File: src/hdl/wb_ram_pkg.sv
`default_nettype none

package wb_ram_pkg;

  // ===============================================
  // Bus and line geometry
  // ===============================================

  // Wishbone data path
  localparam int unsigned WORD_W = 32;
  localparam int unsigned SEL_W  = WORD_W / 8;
  localparam int unsigned ADDR_W = 32;

  // One RAM line is one cache line
  localparam int unsigned LINE_W         = 128;
  localparam int unsigned WORDS_PER_LINE = LINE_W / WORD_W;
  localparam int unsigned LINE_STRB_W    = LINE_W / 8;

  // Byte address split: byte in word, then word in line
  localparam int unsigned BYTE_OFF_W = $clog2(SEL_W);
  localparam int unsigned OFFSET_W   = $clog2(WORDS_PER_LINE);
  // First address bit of the line index
  localparam int unsigned LINE_OFF_W = BYTE_OFF_W + OFFSET_W;

  // ===============================================
  // Encodings
  // ===============================================

  // Wishbone B4 cycle type identifier
  typedef enum logic [2:0] {
    CTI_CLASSIC = 3'b000,
    CTI_INCR    = 3'b010,
    CTI_EOB     = 3'b111
  } cti_e;

  // Burst reader FSM
  typedef enum logic [1:0] {
    ST_IDLE      = 2'b00,
    ST_WAIT_LINE = 2'b01,
    ST_BURST     = 2'b10
  } burst_state_e;

endpackage

`default_nettype wire
File: src/hdl/wb_ram_ifs.sv
`timescale 1ns/1ps
`default_nettype none

// ===============================================
// Line write port, decoder to line RAM
// ===============================================
interface line_wr_if #(
  parameter int unsigned RAM_LINES = 64
);
  import wb_ram_pkg::*;

  localparam int unsigned IDX_W = $clog2(RAM_LINES);

  // High for one cycle per acked write
  logic                   wr_en;
  // Line index, also used as the read launch address
  logic [IDX_W-1:0]       line_addr;
  // Write word copied into every word slot
  logic [LINE_W-1:0]      wdata;
  // Byte enables, only the addressed word's lanes set
  logic [LINE_STRB_W-1:0] wstrb;

  modport master (
    output wr_en, line_addr, wdata, wstrb
  );

  modport slave (
    input wr_en, line_addr, wdata, wstrb
  );

endinterface

// ===============================================
// Beat descriptor, decoder to burst reader
// ===============================================
interface beat_if;
  import wb_ram_pkg::*;

  // cyc and stb both high
  logic                beat_req;
  logic                beat_we;
  // Classified cycle type
  cti_e                beat_cti;
  // Word within the line
  logic [OFFSET_W-1:0] beat_offset;

  modport master (
    output beat_req, beat_we, beat_cti, beat_offset
  );

  modport slave (
    input beat_req, beat_we, beat_cti, beat_offset
  );

endinterface

`default_nettype wire

File: src/hdl/wb_ram_req_decode.sv
`timescale 1ns/1ps
`default_nettype none

module wb_ram_req_decode #(
  parameter int unsigned RAM_LINES = 64
) (
  input  logic                          clk_i,
  input  logic                          rst_ni,
  input  logic                          cyc_i,
  input  logic                          stb_i,
  input  logic                          we_i,
  input  logic [wb_ram_pkg::ADDR_W-1:0] adr_i,
  input  logic [wb_ram_pkg::WORD_W-1:0] dat_i,
  input  logic [wb_ram_pkg::SEL_W-1:0]  sel_i,
  input  logic [2:0]                    cti_i,
  line_wr_if.master                     wr_port,
  beat_if.master                        beat_port
);
  import wb_ram_pkg::*;

  localparam int unsigned IDX_W = $clog2(RAM_LINES);

  logic                   req;
  logic                   wr_req;
  logic [OFFSET_W-1:0]    offset;
  logic [IDX_W-1:0]       line_idx;
  cti_e                   cti;
  logic [LINE_STRB_W-1:0] wstrb;

  // Request present while cyc and stb are high
  assign req    = cyc_i & stb_i;
  assign wr_req = req & we_i;

  // Address split
  assign offset   = adr_i[BYTE_OFF_W +: OFFSET_W];
  // Bits above the index are dropped, so addresses wrap by RAM size
  assign line_idx = adr_i[LINE_OFF_W +: IDX_W];

  // Cycle type decode
  always_comb begin
    case (cti_i)
      CTI_INCR: cti = CTI_INCR;
      CTI_EOB:  cti = CTI_EOB;
      // Constant address and reserved codes act as classic
      default:  cti = CTI_CLASSIC;
    endcase
  end

  // Byte lanes of the addressed word only
  always_comb begin
    wstrb = '0;
    if (wr_req) begin
      wstrb[offset*SEL_W +: SEL_W] = sel_i;
    end
  end

  // ===============================================
  // Line write port
  // ===============================================
  assign wr_port.wr_en     = wr_req;
  assign wr_port.line_addr = line_idx;
  // Same word in every slot, strobes pick the one that lands
  assign wr_port.wdata     = {WORDS_PER_LINE{dat_i}};
  assign wr_port.wstrb     = wstrb;

  // ===============================================
  // Beat descriptor
  // ===============================================
  assign beat_port.beat_req    = req;
  assign beat_port.beat_we     = we_i;
  assign beat_port.beat_cti    = cti;
  assign beat_port.beat_offset = offset;

  // Empty sel would ack a write that stores nothing
  a_wr_sel_nonzero: assert property (
    @(posedge clk_i) disable iff (!rst_ni)
    wr_req |-> (sel_i != '0)
  );

endmodule

`default_nettype wire

File: src/flat_wrapper.sv
// flat-port wrapper written by rule: the top's interface ports become plain ports
module wb_ram_req_decode_flat import wb_ram_pkg::*;
#(
  parameter int unsigned RAM_LINES = 64
)
  (clk_i, rst_ni, cyc_i, stb_i, we_i, adr_i, dat_i, sel_i, cti_i, wr_port_wr_en, wr_port_line_addr, wr_port_wdata, wr_port_wstrb, beat_port_beat_req, beat_port_beat_we, beat_port_beat_cti, beat_port_beat_offset);
  line_wr_if #(.RAM_LINES(RAM_LINES)) wr_port_i ();
  beat_if beat_port_i ();
  input  logic clk_i;
  input  logic rst_ni;
  input  logic cyc_i;
  input  logic stb_i;
  input  logic we_i;
  input  logic [wb_ram_pkg::ADDR_W-1:0] adr_i;
  input  logic [wb_ram_pkg::WORD_W-1:0] dat_i;
  input  logic [wb_ram_pkg::SEL_W-1:0] sel_i;
  input  logic [2:0] cti_i;
  output wire logic [$bits(wr_port_i.wr_en)-1:0] wr_port_wr_en;
  output wire logic [$bits(wr_port_i.line_addr)-1:0] wr_port_line_addr;
  output wire logic [$bits(wr_port_i.wdata)-1:0] wr_port_wdata;
  output wire logic [$bits(wr_port_i.wstrb)-1:0] wr_port_wstrb;
  output wire logic [$bits(beat_port_i.beat_req)-1:0] beat_port_beat_req;
  output wire logic [$bits(beat_port_i.beat_we)-1:0] beat_port_beat_we;
  output wire logic [$bits(beat_port_i.beat_cti)-1:0] beat_port_beat_cti;
  output wire logic [$bits(beat_port_i.beat_offset)-1:0] beat_port_beat_offset;
  assign wr_port_wr_en = wr_port_i.wr_en;
  assign wr_port_line_addr = wr_port_i.line_addr;
  assign wr_port_wdata = wr_port_i.wdata;
  assign wr_port_wstrb = wr_port_i.wstrb;
  assign beat_port_beat_req = beat_port_i.beat_req;
  assign beat_port_beat_we = beat_port_i.beat_we;
  assign beat_port_beat_cti = beat_port_i.beat_cti;
  assign beat_port_beat_offset = beat_port_i.beat_offset;
  wb_ram_req_decode #(.RAM_LINES(RAM_LINES)) u_core (.clk_i(clk_i), .rst_ni(rst_ni), .cyc_i(cyc_i), .stb_i(stb_i), .we_i(we_i), .adr_i(adr_i), .dat_i(dat_i), .sel_i(sel_i), .cti_i(cti_i), .wr_port(wr_port_i), .beat_port(beat_port_i));
endmodule
File: config.mk
export PLATFORM = sky130hd
export DESIGN_NAME = wb_ram_req_decode_flat
export DESIGN_NICKNAME = d
export VERILOG_FILES = /design/src/hdl/wb_ram_pkg.sv /design/src/hdl/wb_ram_ifs.sv /design/src/hdl/wb_ram_req_decode.sv /design/src/flat_wrapper.sv
export SDC_FILE = /design/constraint.sdc
export NUM_CORES = 1
export LEC_CHECK = 0
export ABC_AREA = 1
export BUFFER_PORTS_ARGS = -buffer_cell sky130_fd_sc_hd__clkbuf_2
export CAP_MARGIN = 20
export CORE_AREA = 5 5 87 89
export DETAILED_ROUTE_END_ITERATION = 8
export DIE_AREA = 0 0 92 94
export GPL_ROUTABILITY_DRIVEN = 1
export PLACE_DENSITY_LB_ADDON = 0.2
export SLEW_MARGIN = 20
export SYNTH_ARGS = -nofsm -noshare
export SYNTH_HDL_FRONTEND = slang
export SYNTH_SLANG_ARGS = --single-unit
File: constraint.sdc
create_clock -name vclk -period 1.15
set_clock_uncertainty 0.1 [all_clocks]
set_input_delay 0.23 -clock vclk [all_inputs]
set_output_delay 0.23 -clock vclk [all_outputs]
set_load 0.02 [all_outputs]
* Word level (Yosys, flattened, before mapping)
Cells that the tools add are included.
** Word-level totals
- Bits of input ports :: 76
- Word-level logic and storage cells :: 10
- Output and inout bits :: 158
- Register bits after elaboration :: 0
** Cells by class
- Shift operators :: 2
- Eq/ne operators :: 2
- Add/sub/neg operators :: 1
- Multiplexer cells :: 2
- Bitwise gates (word level) :: 3
** Operators by type and width (count)
- $neg A4 Y34 :: 1
- $shift A4 B34 Y16 const A :: 1
- $shiftx A4 B34 Y16 :: 1
- $and A16 B16 Y16 :: 1
- $mux W16 :: 1
- $pmux W3 S2 :: 1
- $eq A3 B2 Y1 const B :: 1
- $eq A3 B3 Y1 const B :: 1
- $and A1 B1 Y1 :: 2

* Depth between registers and ports, before layout
- Depth in word-level cells :: 4
- Gate-level depth with buffers :: 6
- Mapped depth without buffers :: 6

* Least setup slack after synthesis
No wires, ideal clock.
- Path kind :: input to output
- Start :: in adr_i[2] (netlist bit)
- End :: out wr_port_wstrb[0]
- Path slack :: -502 ps
- Data required time :: 820 ps
- Stages on the path :: 5
- Arrival time :: 1322 ps
- Buffers on the path :: 0
- Cells stage by stage :: inv_2 ha_1 inv_1 nand2_1 nor3_1
** Between the ends
- Word-level cells in the longest chain between the ends :: 4
- Elaborated cells between the ends (all ways) :: 5
- Those cells by class :: add/sub (1); shift (2); mux (1); bitwise (1)
** Ends and longest elaborated chain
- from (decl) :: line flat_wrapper.sv:14 : input logic [wb_ram_pkg::ADDR_W-1:0] adr_i;
- $neg A4 Y34 * :: line wb_ram_req_decode.sv:53 : wstrb[offset*SEL_W +: SEL_W] = sel_i;
- $shiftx A4 B34 Y16 or $shift A4 B34 Y16 (tied branches) :: line wb_ram_req_decode.sv:53
- $and A16 B16 Y16 (no line) *
- $mux W16 * :: line wb_ram_req_decode.sv:52 : if (wr_req) begin
- to (decl) :: line flat_wrapper.sv:21 : output wire logic [$bits(wr_port_i.wstrb)-1:0] wr_port_wstrb;
Mark *: on every way between the ends. The rest lies on a longest branch, timed or not.

* Worst setup path after layout
- Start :: in adr_i[2] (netlist bit)
- End :: out wr_port_wstrb[9]
The elaborated chain is that of the path after synthesis.

==> run_results.csv <==
group,metric,value,unit
drt,drt_iter0_drc,7,
worst_setup_path,slowest_delay,0.31,ns
global_route,grt_pass1_wl,3746,um
die,coreArea,6681,um2
sta,slew_headroom,0.8679,
finish,num-nets-final,190,
logic_synthesis,avgSynthCellArea,6.891,um2
worst_setup_path,critPathKind,"input port to output port",
pwr,leakagePower,0.5298,nW
worst_setup_path,cp.arrival,1.16,ns
drt,firstDrtPassIters,4,
worst_setup_path,critPathSlowestCell,"ha_4",
placement,io_buffer_count,36,
pwr,switching_share,0.5748,
pwr,p_per_area,261.5,nW/um2
finish,seq_cells,0,
hold_path,min_path_type,"input port to output port",
sta,hold_viol,0,
logic_synthesis,yosys_warnings,0,
worst_setup_path,cp_cell_sequence,"buf_12, inv_16, ha_4, buf_6, nand3_1, nor2_2, clkbuf_8",
die,die_w,92,um
pwr,internal_power,127.1,uW
finish,drive_above_1_share,0.8318,
global_route,grt_pass1_vias,694,
drt,wire_per_inst,13.11,um
finish,final_common_cell,"clkbuf_2",
die,die_y,94,um
logic_synthesis,syn_area,1358,um2
global_route,grt_overflow_total,0,
finish,syn2layout_area_growth,-15.76,%
finish,multi_input_area,516.7,um2
drt,routed_via_density,3.412,
clock_tree,ctsHoldBuffers,0,
sta,period_minus_slack,1.485,ns
die,ios,234,
placement,globalplace.congestion,0.7137,
sta,setup_slack,-0.3354,ns
finish,seqCellArea,0,um2
pwr,power_switching,171.9,uW
drt,drcViolationCount,0,
global_route,grt_max_degree,6,
pwr,worst_ir_drop_vdd,0.06837,mV
sta,maxSlewViolCount,0,
finish,antenna_cells,0,
finish,finish.utilization,0.1712,
drt,vias,638,
sta,fmax,673.2,MHz
finish,fillers,760,
logic_synthesis,synthCells,197,
logic_synthesis,syn-num-nets,278,
worst_setup_path,required,0.82,ns
sta,worst_slew_pin_slew,0.1976,ns
drt,routed_wl,2452,um
die,dieArea,8648,um2
status,violations,"negative setup slack",
die,start_util,0.2032,
drt,antenna_left,0,
pwr,power.share.sequential,0,
sta,final.period_utilization,1.292,
finish,clkbuf_count,0,
sta,setup_viol,17,
sta,setup_tns,-4.675,ns
logic_synthesis,yosysUniqueCellTypes,15,
placement,place_inst,186,
finish,fin_cells,187,
sta,rsz0062_at_grt,"yes",
worst_setup_path,crit_fanout,5,
logic_synthesis,seq_area_frac_synth,0,
worst_setup_path,worstSetupStartpointType,"input port",
global_route,grt_use_total,0.05225,
worst_setup_path,cp-end-kind,"output port",
finish,layout_common_cells,"clkbuf_2, clkbuf_8, buf_4",
placement,pre_cts_ws,-0.5481,ns
status,outcome,"complete, but fails checks",
global_route,antenna_found_initial,0,
flow_run,cap_violations,0,
pwr,pwr-share-clk,0,
die,core.rowCount,30,
placement,hpwl,2213,um
pwr,combinationalPowerShare,1.000,
## power by group through the flow
| stage | Combinational [mW] | Sequential, mW | Clock [mW] |
|---|---|---|---|
| floorplan | 0.839 | 0 | 0 |
| global placement | 0.264 | 0 | 0 |
| detailed placement | 0.261 | 0 | 0 |
| CTS | 0.290 | 0 | 0 |
| global route | 0.323 | 0 | 0 |
| finish | 0.299 | 0 | 0 |
## worst max-delay path, delay by kind of cell
| family | cells | cell delay (ns) |
|---|---|---|
| buffers and inverters | 4 | 0.43 |
| adders and majority gates | 1 | 0.31 |
| and+or+nand+nor | 2 | 0.19 |
## cell usage after synthesis
cell / count / area, um2
or2_2: 1 / 6.260
nand2_1: 10 / 37.54
ha_1: 5 / 62.56
nor2_1: 13 / 48.80
inv_1: 8 / 30.03
nor2_2: 1 / 6.260
inv_6: 1 / 8.760
inv_2: 1 / 3.750
a21oi_1: 1 / 5.000
nand2_2: 3 / 18.77
nand3_4: 1 / 17.52
nor3_1: 6 / 30.03
nand2_4: 1 / 11.26
nand3_1: 7 / 35.03
buf_4: 138 / 1036
## metrics by stage
| stage | hold slack [ns] | total power [mW] | instance area (um2) |
|---|---|---|---|
| 2_1_floorplan | 0.4726 | 0.8389 | 1569 |
| 3_3_place_gp | 0.3601 | 0.2640 | 908.4 |
| 3_5_place_dp | 0.3601 | 0.2608 | 908.4 |
| 4_1_cts | 0.3601 | 0.2895 | 1097 |
| 5_1_grt | 0.3600 | 0.3228 | 1144 |
| 6_report | 0.3600 | 0.2990 | 1144 |
## what timing repair did
action / 4_1_cts / 5_1_grt
pin swaps: 12 / 15
endpoints found under the setup margin: 17 / 17
buffers inserted: 2 / 0
gates resized for setup: 40 / 20
## logic make-up (layout without fill, tap and decap cells)
logic type	count (synthesis)	in the layout	share of synthesized area
AND/OR/NAND/NOR	43	43	0.1558
buffers and inverters	148	58	0.7945
adder cells (fa/ha/maj)	5	5	0.04608
AO/OA/AOI/OAI	1	1	0.003683
## path summary, 6_finish.rpt
check                    to     start  depth (start not counted)
max        wr_port_wstrb[9]  adr_i[2]                          7
min    wr_port_line_addr[3]  adr_i[7]                          0
## layout make-up
type | instances | share of cell area
inverter | 10 | 0.06893
timing repair buffer | 48 | 0.3917
tap | 80 | 0.08753
multi-input combinational | 49 | 0.4519
## per-layer routing
layer,routed length (um),GRT usage,part of all wire,up-vias
li1,-,-,-,283
met4,126,0.03094,0.051,0
met3,420,0.02324,0.17,26
met1,652,0.04437,0.27,268
met5,0,0,0,-
met2,1253,0.09976,0.51,61
(Power assumes the default switching activity.)
