$ cat config.mk
export PLATFORM = sky130hd
export DESIGN_NAME = burst_reader_flat
export DESIGN_NICKNAME = d
export VERILOG_FILES = /design/src/hdl/wb_ram_pkg.sv /design/src/hdl/wb_ram_ifs.sv /design/src/hdl/burst_reader.sv /design/src/flat_wrapper.sv
export SDC_FILE = /design/constraint.sdc
export NUM_CORES = 1
export LEC_CHECK = 0
export BUFFER_PORTS_ARGS = -buffer_cell sky130_fd_sc_hd__clkbuf_2
export CAP_MARGIN = 20
export CORE_ASPECT_RATIO = 1.1
export CORE_UTILIZATION = 53
export CTS_CLUSTER_SIZE = 8
export DETAILED_ROUTE_END_ITERATION = 10
export PLACE_DENSITY = 0.9
export SLEW_MARGIN = 40
export SYNTH_ARGS = -nofsm -noshare
export SYNTH_HDL_FRONTEND = slang
export SYNTH_SLANG_ARGS = --single-unit
$ cat constraint.sdc
create_clock -name clk_i -period 5.71 [get_ports clk_i]
set_input_delay 0.8565 -clock clk_i [delete_from_list [all_inputs] [get_ports clk_i]]
set_output_delay 0.8565 -clock clk_i [all_outputs]
set_load 0.05 [all_outputs]
$ cat src/hdl/wb_ram_pkg.sv
`default_nettype none

package wb_ram_pkg;

  // ===============================================
  // Bus and line geometry
  // ===============================================

  // Wishbone data path
  localparam int unsigned WORD_W = 32;
  localparam int unsigned SEL_W  = WORD_W / 8;
  localparam int unsigned ADDR_W = 32;

  // One RAM line is one cache line
  localparam int unsigned LINE_W         = 128;
  localparam int unsigned WORDS_PER_LINE = LINE_W / WORD_W;
  localparam int unsigned LINE_STRB_W    = LINE_W / 8;

  // Byte address split: byte in word, then word in line
  localparam int unsigned BYTE_OFF_W = $clog2(SEL_W);
  localparam int unsigned OFFSET_W   = $clog2(WORDS_PER_LINE);
  // First address bit of the line index
  localparam int unsigned LINE_OFF_W = BYTE_OFF_W + OFFSET_W;

  // ===============================================
  // Encodings
  // ===============================================

  // Wishbone B4 cycle type identifier
  typedef enum logic [2:0] {
    CTI_CLASSIC = 3'b000,
    CTI_INCR    = 3'b010,
    CTI_EOB     = 3'b111
  } cti_e;

  // Burst reader FSM
  typedef enum logic [1:0] {
    ST_IDLE      = 2'b00,
    ST_WAIT_LINE = 2'b01,
    ST_BURST     = 2'b10
  } burst_state_e;

endpackage

`default_nettype wire
$ cat src/hdl/wb_ram_ifs.sv
`timescale 1ns/1ps
`default_nettype none


// ===============================================
// Beat descriptor, decoder to burst reader
// ===============================================
interface beat_if;
  import wb_ram_pkg::*;

  // cyc and stb both high
  logic                beat_req;
  logic                beat_we;
  // Classified cycle type
  cti_e                beat_cti;
  // Word within the line
  logic [OFFSET_W-1:0] beat_offset;

  modport master (
    output beat_req, beat_we, beat_cti, beat_offset
  );

  modport slave (
    input beat_req, beat_we, beat_cti, beat_offset
  );

endinterface

`default_nettype wire

$ cat src/hdl/burst_reader.sv
`timescale 1ns/1ps
`default_nettype none

module burst_reader (
  input  logic                          clk_i,
  input  logic                          rst_ni,
  beat_if.slave                         beat_port,
  output logic                          rd_launch_o,
  input  logic [wb_ram_pkg::LINE_W-1:0] rd_line_i,
  input  logic                          rd_valid_i,
  output logic [wb_ram_pkg::WORD_W-1:0] dat_o,
  output logic                          ack_o
);
  import wb_ram_pkg::*;

  burst_state_e      state_q;
  burst_state_e      state_d;
  logic [LINE_W-1:0] line_buf_q;
  logic [LINE_W-1:0] src_line;
  logic              wr_req;
  logic              rd_req;
  logic              capture;

  assign wr_req = beat_port.beat_req & beat_port.beat_we;
  assign rd_req = beat_port.beat_req & ~beat_port.beat_we;

  // ===============================================
  // FSM
  // ===============================================
  always_comb begin
    state_d     = state_q;
    rd_launch_o = 1'b0;
    ack_o       = 1'b0;
    capture     = 1'b0;
    case (state_q)
      ST_IDLE: begin
        if (wr_req) begin
          // Write lands at this edge, ack right away
          ack_o = 1'b1;
        end else if (rd_req) begin
          // One launch per access
          rd_launch_o = 1'b1;
          state_d     = ST_WAIT_LINE;
        end
      end
      ST_WAIT_LINE: begin
        // Master holds stb, so the line meets the same request
        if (rd_valid_i) begin
          capture = 1'b1;
          ack_o   = rd_req;
          if (beat_port.beat_cti == CTI_INCR) begin
            state_d = ST_BURST;
          end else begin
            state_d = ST_IDLE;
          end
        end
      end
      ST_BURST: begin
        // Later beats come from the buffer with no RAM access
        if (rd_req) begin
          ack_o = 1'b1;
          // EOB closes the burst, classic is taken as a close too
          if (beat_port.beat_cti != CTI_INCR) begin
            state_d = ST_IDLE;
          end
        end
      end
      default: begin
        state_d = ST_IDLE;
      end
    endcase
  end

  always_ff @(posedge clk_i) begin
    if (!rst_ni) begin
      state_q <= ST_IDLE;
    end else begin
      state_q <= state_d;
    end
  end

  // ===============================================
  // Line buffer and word select
  // ===============================================

  // Hold the arriving line for the rest of a burst
  always_ff @(posedge clk_i) begin
    if (capture) begin
      line_buf_q <= rd_line_i;
    end
  end

  // Arrival beat reads the RAM output, burst beats the buffer
  assign src_line = (state_q == ST_BURST) ? line_buf_q : rd_line_i;
  assign dat_o    = src_line[beat_port.beat_offset*WORD_W +: WORD_W];

  // Writes inside a read would be lost, no ack path exists there
  a_wr_only_idle: assert property (
    @(posedge clk_i) disable iff (!rst_ni)
    wr_req |-> (state_q == ST_IDLE)
  );

  // RAM pipe returns only what this FSM is waiting for
  a_valid_when_waiting: assert property (
    @(posedge clk_i) disable iff (!rst_ni)
    rd_valid_i |-> (state_q == ST_WAIT_LINE)
  );

endmodule

`default_nettype wire

$ cat src/flat_wrapper.sv
// flat-port wrapper written by rule: the top's interface ports become plain ports
module burst_reader_flat import wb_ram_pkg::*;
  (clk_i, rst_ni, rd_launch_o, rd_line_i, rd_valid_i, dat_o, ack_o, beat_port_beat_req, beat_port_beat_we, beat_port_beat_cti, beat_port_beat_offset);
  beat_if beat_port_i ();
  input  logic clk_i;
  input  logic rst_ni;
  output logic rd_launch_o;
  input  logic [wb_ram_pkg::LINE_W-1:0] rd_line_i;
  input  logic rd_valid_i;
  output logic [wb_ram_pkg::WORD_W-1:0] dat_o;
  output logic ack_o;
  input wire logic [$bits(beat_port_i.beat_req)-1:0] beat_port_beat_req;
  input wire logic [$bits(beat_port_i.beat_we)-1:0] beat_port_beat_we;
  input wire logic [$bits(beat_port_i.beat_cti)-1:0] beat_port_beat_cti;
  input wire logic [$bits(beat_port_i.beat_offset)-1:0] beat_port_beat_offset;
  assign beat_port_i.beat_req = beat_port_beat_req;
  assign beat_port_i.beat_we = beat_port_beat_we;
  assign beat_port_i.beat_cti = beat_port_beat_cti;
  assign beat_port_i.beat_offset = beat_port_beat_offset;
  burst_reader u_core (.clk_i(clk_i), .rst_ni(rst_ni), .beat_port(beat_port_i), .rd_launch_o(rd_launch_o), .rd_line_i(rd_line_i), .rd_valid_i(rd_valid_i), .dat_o(dat_o), .ack_o(ack_o));
endmodule
Word-level counts from Yosys, hierarchy flattened
Cells that the tools add are included. W data, S select, Z words.

Register bits: 130. Bits in latches: 0. RAM bits: 0. ROM bits: 0. Input port bits: 138. Logic and storage cells: 33. Memories: 0.

Add/subtract/negate cells: 0. Multiply operators: 0. Divide/modulo/power cells: 0. Magnitude comparators: 0. Equal/unequal tests: 9. Shift-type cells: 1. Muxes and demuxes: 16. Bitwise logic cells: 3. Reductions and logical operators: 2.

Operators by type and width (number): $mux W128 (1); $shiftx A128 B8 Y32 (1); $mux W2 (6); $mux W1 (7); $ne A2 B1 Y1 const B (3); $pmux W2 S3 (1); $reduce_and A5 Y1 (1); $ne A2 B2 Y1 const B (2); $eq A3 B2 Y1 const B (1); $ne A3 B2 Y1 const B (1); $pmux W1 S3 (1); $and A1 B1 Y1 (2); $eq A2 B1 Y1 const B (1); $eq A2 B2 Y1 const B (1); $logic_not A2 Y1 (1); $not A1 Y1 (1).

Longest topological paths before layout
Depth in word-level cells: 5. Depth in mapped cells: 6.

Worst setup path after synthesis
Ideal clock, no wire load.

Kind: input-to-reg. Start point: input port rd_valid_i. End point: register u_core.line_buf_q[0] (enable). Setup time: 0.504 ns. Arrival time: 3.877 ns. Setup slack: 1.329 ns. Stages: 1. Path buffers: 0. Path through: and3b_1.

Cells in the longest elaborated chain, start to end: 2.

Ends and longest elaborated chain: from (decl) (line flat_wrapper.sv:9) `input logic rd_valid_i;`; $mux W1 (line burst_reader.sv:48) `if (rd_valid_i) begin`; $mux W1 (line burst_reader.sv:35) `case (state_q)`; to (signal assigned) (line burst_reader.sv:89) `line_buf_q <= rd_line_i;`; to (decl) (line burst_reader.sv:18) `logic [LINE_W-1:0] line_buf_q;`.

No other way between the ends. A chain may end at the register's enable or synchronous reset.

Worst setup path after layout
Start point: register u_core.state_q[1]. End point: output port dat_o[3] in the netlist's numbering.

Cells in the longest elaborated chain, start to end: 3.

Ends and longest elaborated chain: from (decl) (line burst_reader.sv:16) `burst_state_e state_q;`; from (signal assigned) (line burst_reader.sv:78) `state_q <= state_d;`; $eq A2 B2 Y1 (line burst_reader.sv:94) `assign src_line = (state_q == ST_BURST) ? line_buf_q : rd_line_i;`; $mux W128 (line burst_reader.sv:94); $shiftx A128 B8 Y32 (line burst_reader.sv:95) `assign dat_o = src_line[beat_port.beat_offset*WORD_W +: WORD_W];`; to (decl) (line flat_wrapper.sv:10) `output logic [wb_ram_pkg::WORD_W-1:0] dat_o;`.

No other way between the ends.

==> impl_results.rst <==
.. list-table::
   :header-rows: 1

   * - Metric
     - Value
   * - Status
     - complete, no violations
   * - Fraction of the yosys area taken by sequential cells
     - roughly three fifths
   * - Sum of negative setup slack
     - 0 ns
   * - Cells along the critical path
     - buf_12, nand2b_4, buf_4, a211oi_1, nor4_1, clkbuf_2
   * - Period minus WS final
     - 4.254 ns
   * - Worst-Skew Late Latency
     - 0.42 ns
   * - Synthesized area per cell
     - about 13 um^2
   * - Die area
     - about 13,000 um^2
   * - Fraction of met3 tracks used by global routing
     - between 6 and 7%
   * - Met1 track demand over resource in global routing
     - 35.11%
   * - Kind of end point of the critical path
     - output pin
   * - Via count of the first global-routing pass
     - 5,064
   * - Final global-route overflow total
     - 0
   * - Path class of the lowest-slack min-delay path
     - primary input to flip-flop
   * - Hold path startpoint
     - rd_line_i[20]
   * - Clock Tree Buf Depth
     - 2
   * - Number of antenna violations at the first check in global routing
     - 0
   * - Post-layout instance area
     - roughly 8100 um^2
   * - Worst Max-Slew Pin Slew
     - 0.7908 ns
   * - Detailed-route wire length
     - 16,610 um
   * - Synthesized netlist cell count
     - 494
   * - Post-Route Skew
     - about 0.0072 ns
   * - Placement row count
     - between 40 and 50
   * - Total half-perimeter wirelength after legalization and detailed placement
     - 9916 um
   * - Count of cells along the worst register-to-register path
     - 3
   * - Final number of max-transition violations
     - 0
   * - Placeable core region
     - between 10,000 and 15,000 um^2
   * - Period utilisation layout
     - 74.51%
   * - Final critical-path setup slack
     - 1.456 ns
   * - CP max-delay cell
     - buf_4
   * - Synthesized Nets
     - 632
   * - DRC viols
     - 0
   * - Clk root buf
     - clkbuf_16
   * - All-layer global routing usage
     - 26.82%
   * - Largest net degree at the start of global routing
     - between 100 and 150
   * - CTS clk-pin slew, worst paths
     - 0.06 ns
   * - Die width
     - 108.0 um
   * - Hold Buf Count CTS
     - 0
   * - Post-DR vias/cell
     - 6.368
   * - Total power divided by cell area
     - just over 300 nW/um^2
   * - # fillers
     - 840
   * - Initial core utilization
     - between 50 and 60%
   * - Total CTS buffers
     - 17
   * - Antenna diode instance count
     - 0
   * - Data arrival, critical path
     - ~3.4 ns
   * - FF-to-FF End
     - u_core.line_buf_q[74]$_DFFE_PP_
   * - Cell area after placement
     - 7430 um^2
   * - Worst R2R Start
     - u_core.state_q[0]$_SDFFE_PN0P_
   * - Max cap viols
     - 0
   * - Setup repair after global routing missed its margin
     - false
   * - Total leakage power
     - 3.282 nW
   * - Buffers on Ports
     - 171
   * - Vertical die dimension
     - 118.6 um
   * - Post-detailed-route count of antenna-violating nets
     - 0
   * - Post-synthesis register bit count
     - 130
   * - Largest area contributor in the synthesized netlist
     - edfxtp_1
   * - Leading post-synthesis cells by cell area
     - edfxtp_1 (59%), and3b_1 (17%), a211oi_1 (15%)
   * - Routed wire per std cell
     - a little over 20 um
   * - TritonCTS clock tree
     - done
   * - Critical path startpoint category
     - flip-flop
   * - Routability-driven placement congestion ratio
     - 0.8320
   * - Peak ir drop on the vdd network
     - 267.6 uV
   * - Setup violations, final
     - 0
   * - Required arrival time at the worst endpoint
     - 4.85 ns
   * - Number of detailed-routing iterations run before antenna repair
     - 5
   * - WHS Path Cells
     - 1
   * - Warnings from Yosys
     - 0
   * - Worst stage delay on the critical path
     - 0.72 ns
   * - Sink of the worst hold path
     - u_core.line_buf_q[20]$_DFFE_PP_
   * - CTS sink count
     - 130
   * - GRT met2 Usage
     - 41.92%
   * - Post-placement setup slack
     - 1.970 ns
   * - Busiest layer in global routing
     - met2
   * - Top achievable clock speed
     - 235.0 MHz
   * - Area share of the leading cell type in the synthesized netlist
     - 58.73%
   * - DRT iter0 DRCs
     - 572
   * - Final total power
     - 0.002495 W
   * - Total of cells resized after clock tree synthesis
     - 0
   * - Global-route wire length before repair
     - around 26,000 um
   * - Utilization after layout
     - 67.09%
   * - Layout Area Growth over Synthesis
     - 23.36%
   * - Number of top-level design ports
     - 172
   * - Startpoint-to-endpoint class of the critical path
     - flip-flop to output pin
   * - Distinct cells, synth
     - 20
   * - Count of H-tree levels built during CTS
     - 4
   * - Total Nets Final
     - ~780
   * - Post-synthesis cell area
     - 6545 um^2
   * - Buffers inserted during post-CTS setup optimization
     - 0
   * - Top library cells by usage in the layout, fill and taps aside
     - clkbuf_2 (171), and3b_1 (128), a211oi_1 (128), edfxtp_1 (128), nor4_1 (32)
   * - Commonest non-fill, non-tap cell in the layout
     - clkbuf_2
   * - Final count of hold timing violations
     - 0
   * - Biggest fanout along the worst timing path
     - 77
   * - DR vias
     - 5,120
   * - Fraction of final layout cells sized beyond drive strength 1
     - between 30% and 40%
   * - Rel. slew slack
     - 47.28%
   * - R2r setup slk
     - 2.94 ns
[critical path: cells and delay by family (launching register included)]
kind | cells | cell delay, ns
compound gates | 1 | 0.18
flops | 1 | 0.51
simple gates | 2 | 0.88
buf+inv | 3 | 1.34
[flip-flops by register name, summed over array words and instances, names as in the netlist]
signal	cells
u_core.state_q	2
u_core.line_buf_q	128
[cells in the mapped netlist]
cell type,instances
and3b_1,129
a211oi_1,128
edfxtp_1,128
clkbuf_1,33
nor4_1,32
buf_2,16
buf_4,7
nand2b_1,5
dfxtp_1,2
nand2_1,2
nor2_1,2
o21a_1,2
a21boi_0,1
a21oi_1,1
nand3b_1,1
nor2b_1,1
nor3_1,1
nor3b_1,1
o211ai_1,1
or2_2,1
[metal layers]
layer / share of wire (%) / vias up
li1: - / 2340
met1: 40 / 2482
met2: 50 / 270
met3: 8.3 / 28
met4: 1.9 / 0
met5: 0 / -
[report_power, final]
group | internal [W] | leakage [nW] | switching, W
logic | 0.0000923 | 1.82 | 0.000196
clock network | 0.000724 | 0.282 | 0.000401
registers | 0.00107 | 1.18 | 0.00000565
[stage by stage]
| step | cells | hold WS [ns] |
|---|---|---|
| 4_1_cts | 803 | 0.6086 |
| 3_3_place_gp | 770 | 1.050 |
| 6_report | 804 | 0.6254 |
| 5_1_grt | 804 | 0.6069 |
| 3_5_place_dp | 771 | 0.8933 |
| 2_1_floorplan | 494 | 0.8497 |
[cell families after synthesis]
group	count (synthesis)	share of synthesized area, %
and+or+nand+nor	175	21.53
AOI/OAI and AO/OA	133	15.22
DFF	130	59.34
buffers and inverters	56	3.919
[worst max path at each step]
stage	from	to	slack, ns	cells after the start
6_report	u_core.state_q[1]$_SDFFE_PN0P_	dat_o[3]	1.46	6
5_1_grt	u_core.state_q[1]$_SDFFE_PN0P_	dat_o[1]	1.24	6
4_1_cts	u_core.state_q[1]$_SDFFE_PN0P_	dat_o[25]	1.51	6
3_5_place_dp	u_core.state_q[1]$_SDFFE_PN0P_	dat_o[25]	1.97	6
3_3_place_gp	u_core.state_q[1]$_SDFFE_PN0P_	dat_o[25]	2.00	5
2_1_floorplan	rd_valid_i	u_core.line_buf_q[0]$_DFFE_PP_	1.33	1
[area by class of cell]
| cell class | instances | area, um^2 | area share (%) |
|---|---|---|---|
| Clock buffer | 17 | 425.4 | 5.269 |
| Clock inverter | 15 | 191.4 | 2.371 |
| Multi-Input combinational cell | 308 | 2416 | 29.92 |
| Sequential cell | 130 | 3889 | 48.16 |
| Tap cell | 154 | 192.7 | 2.386 |
| Timing Repair Buffer | 180 | 959.7 | 11.89 |
Power figures use the tool's default switching activity.
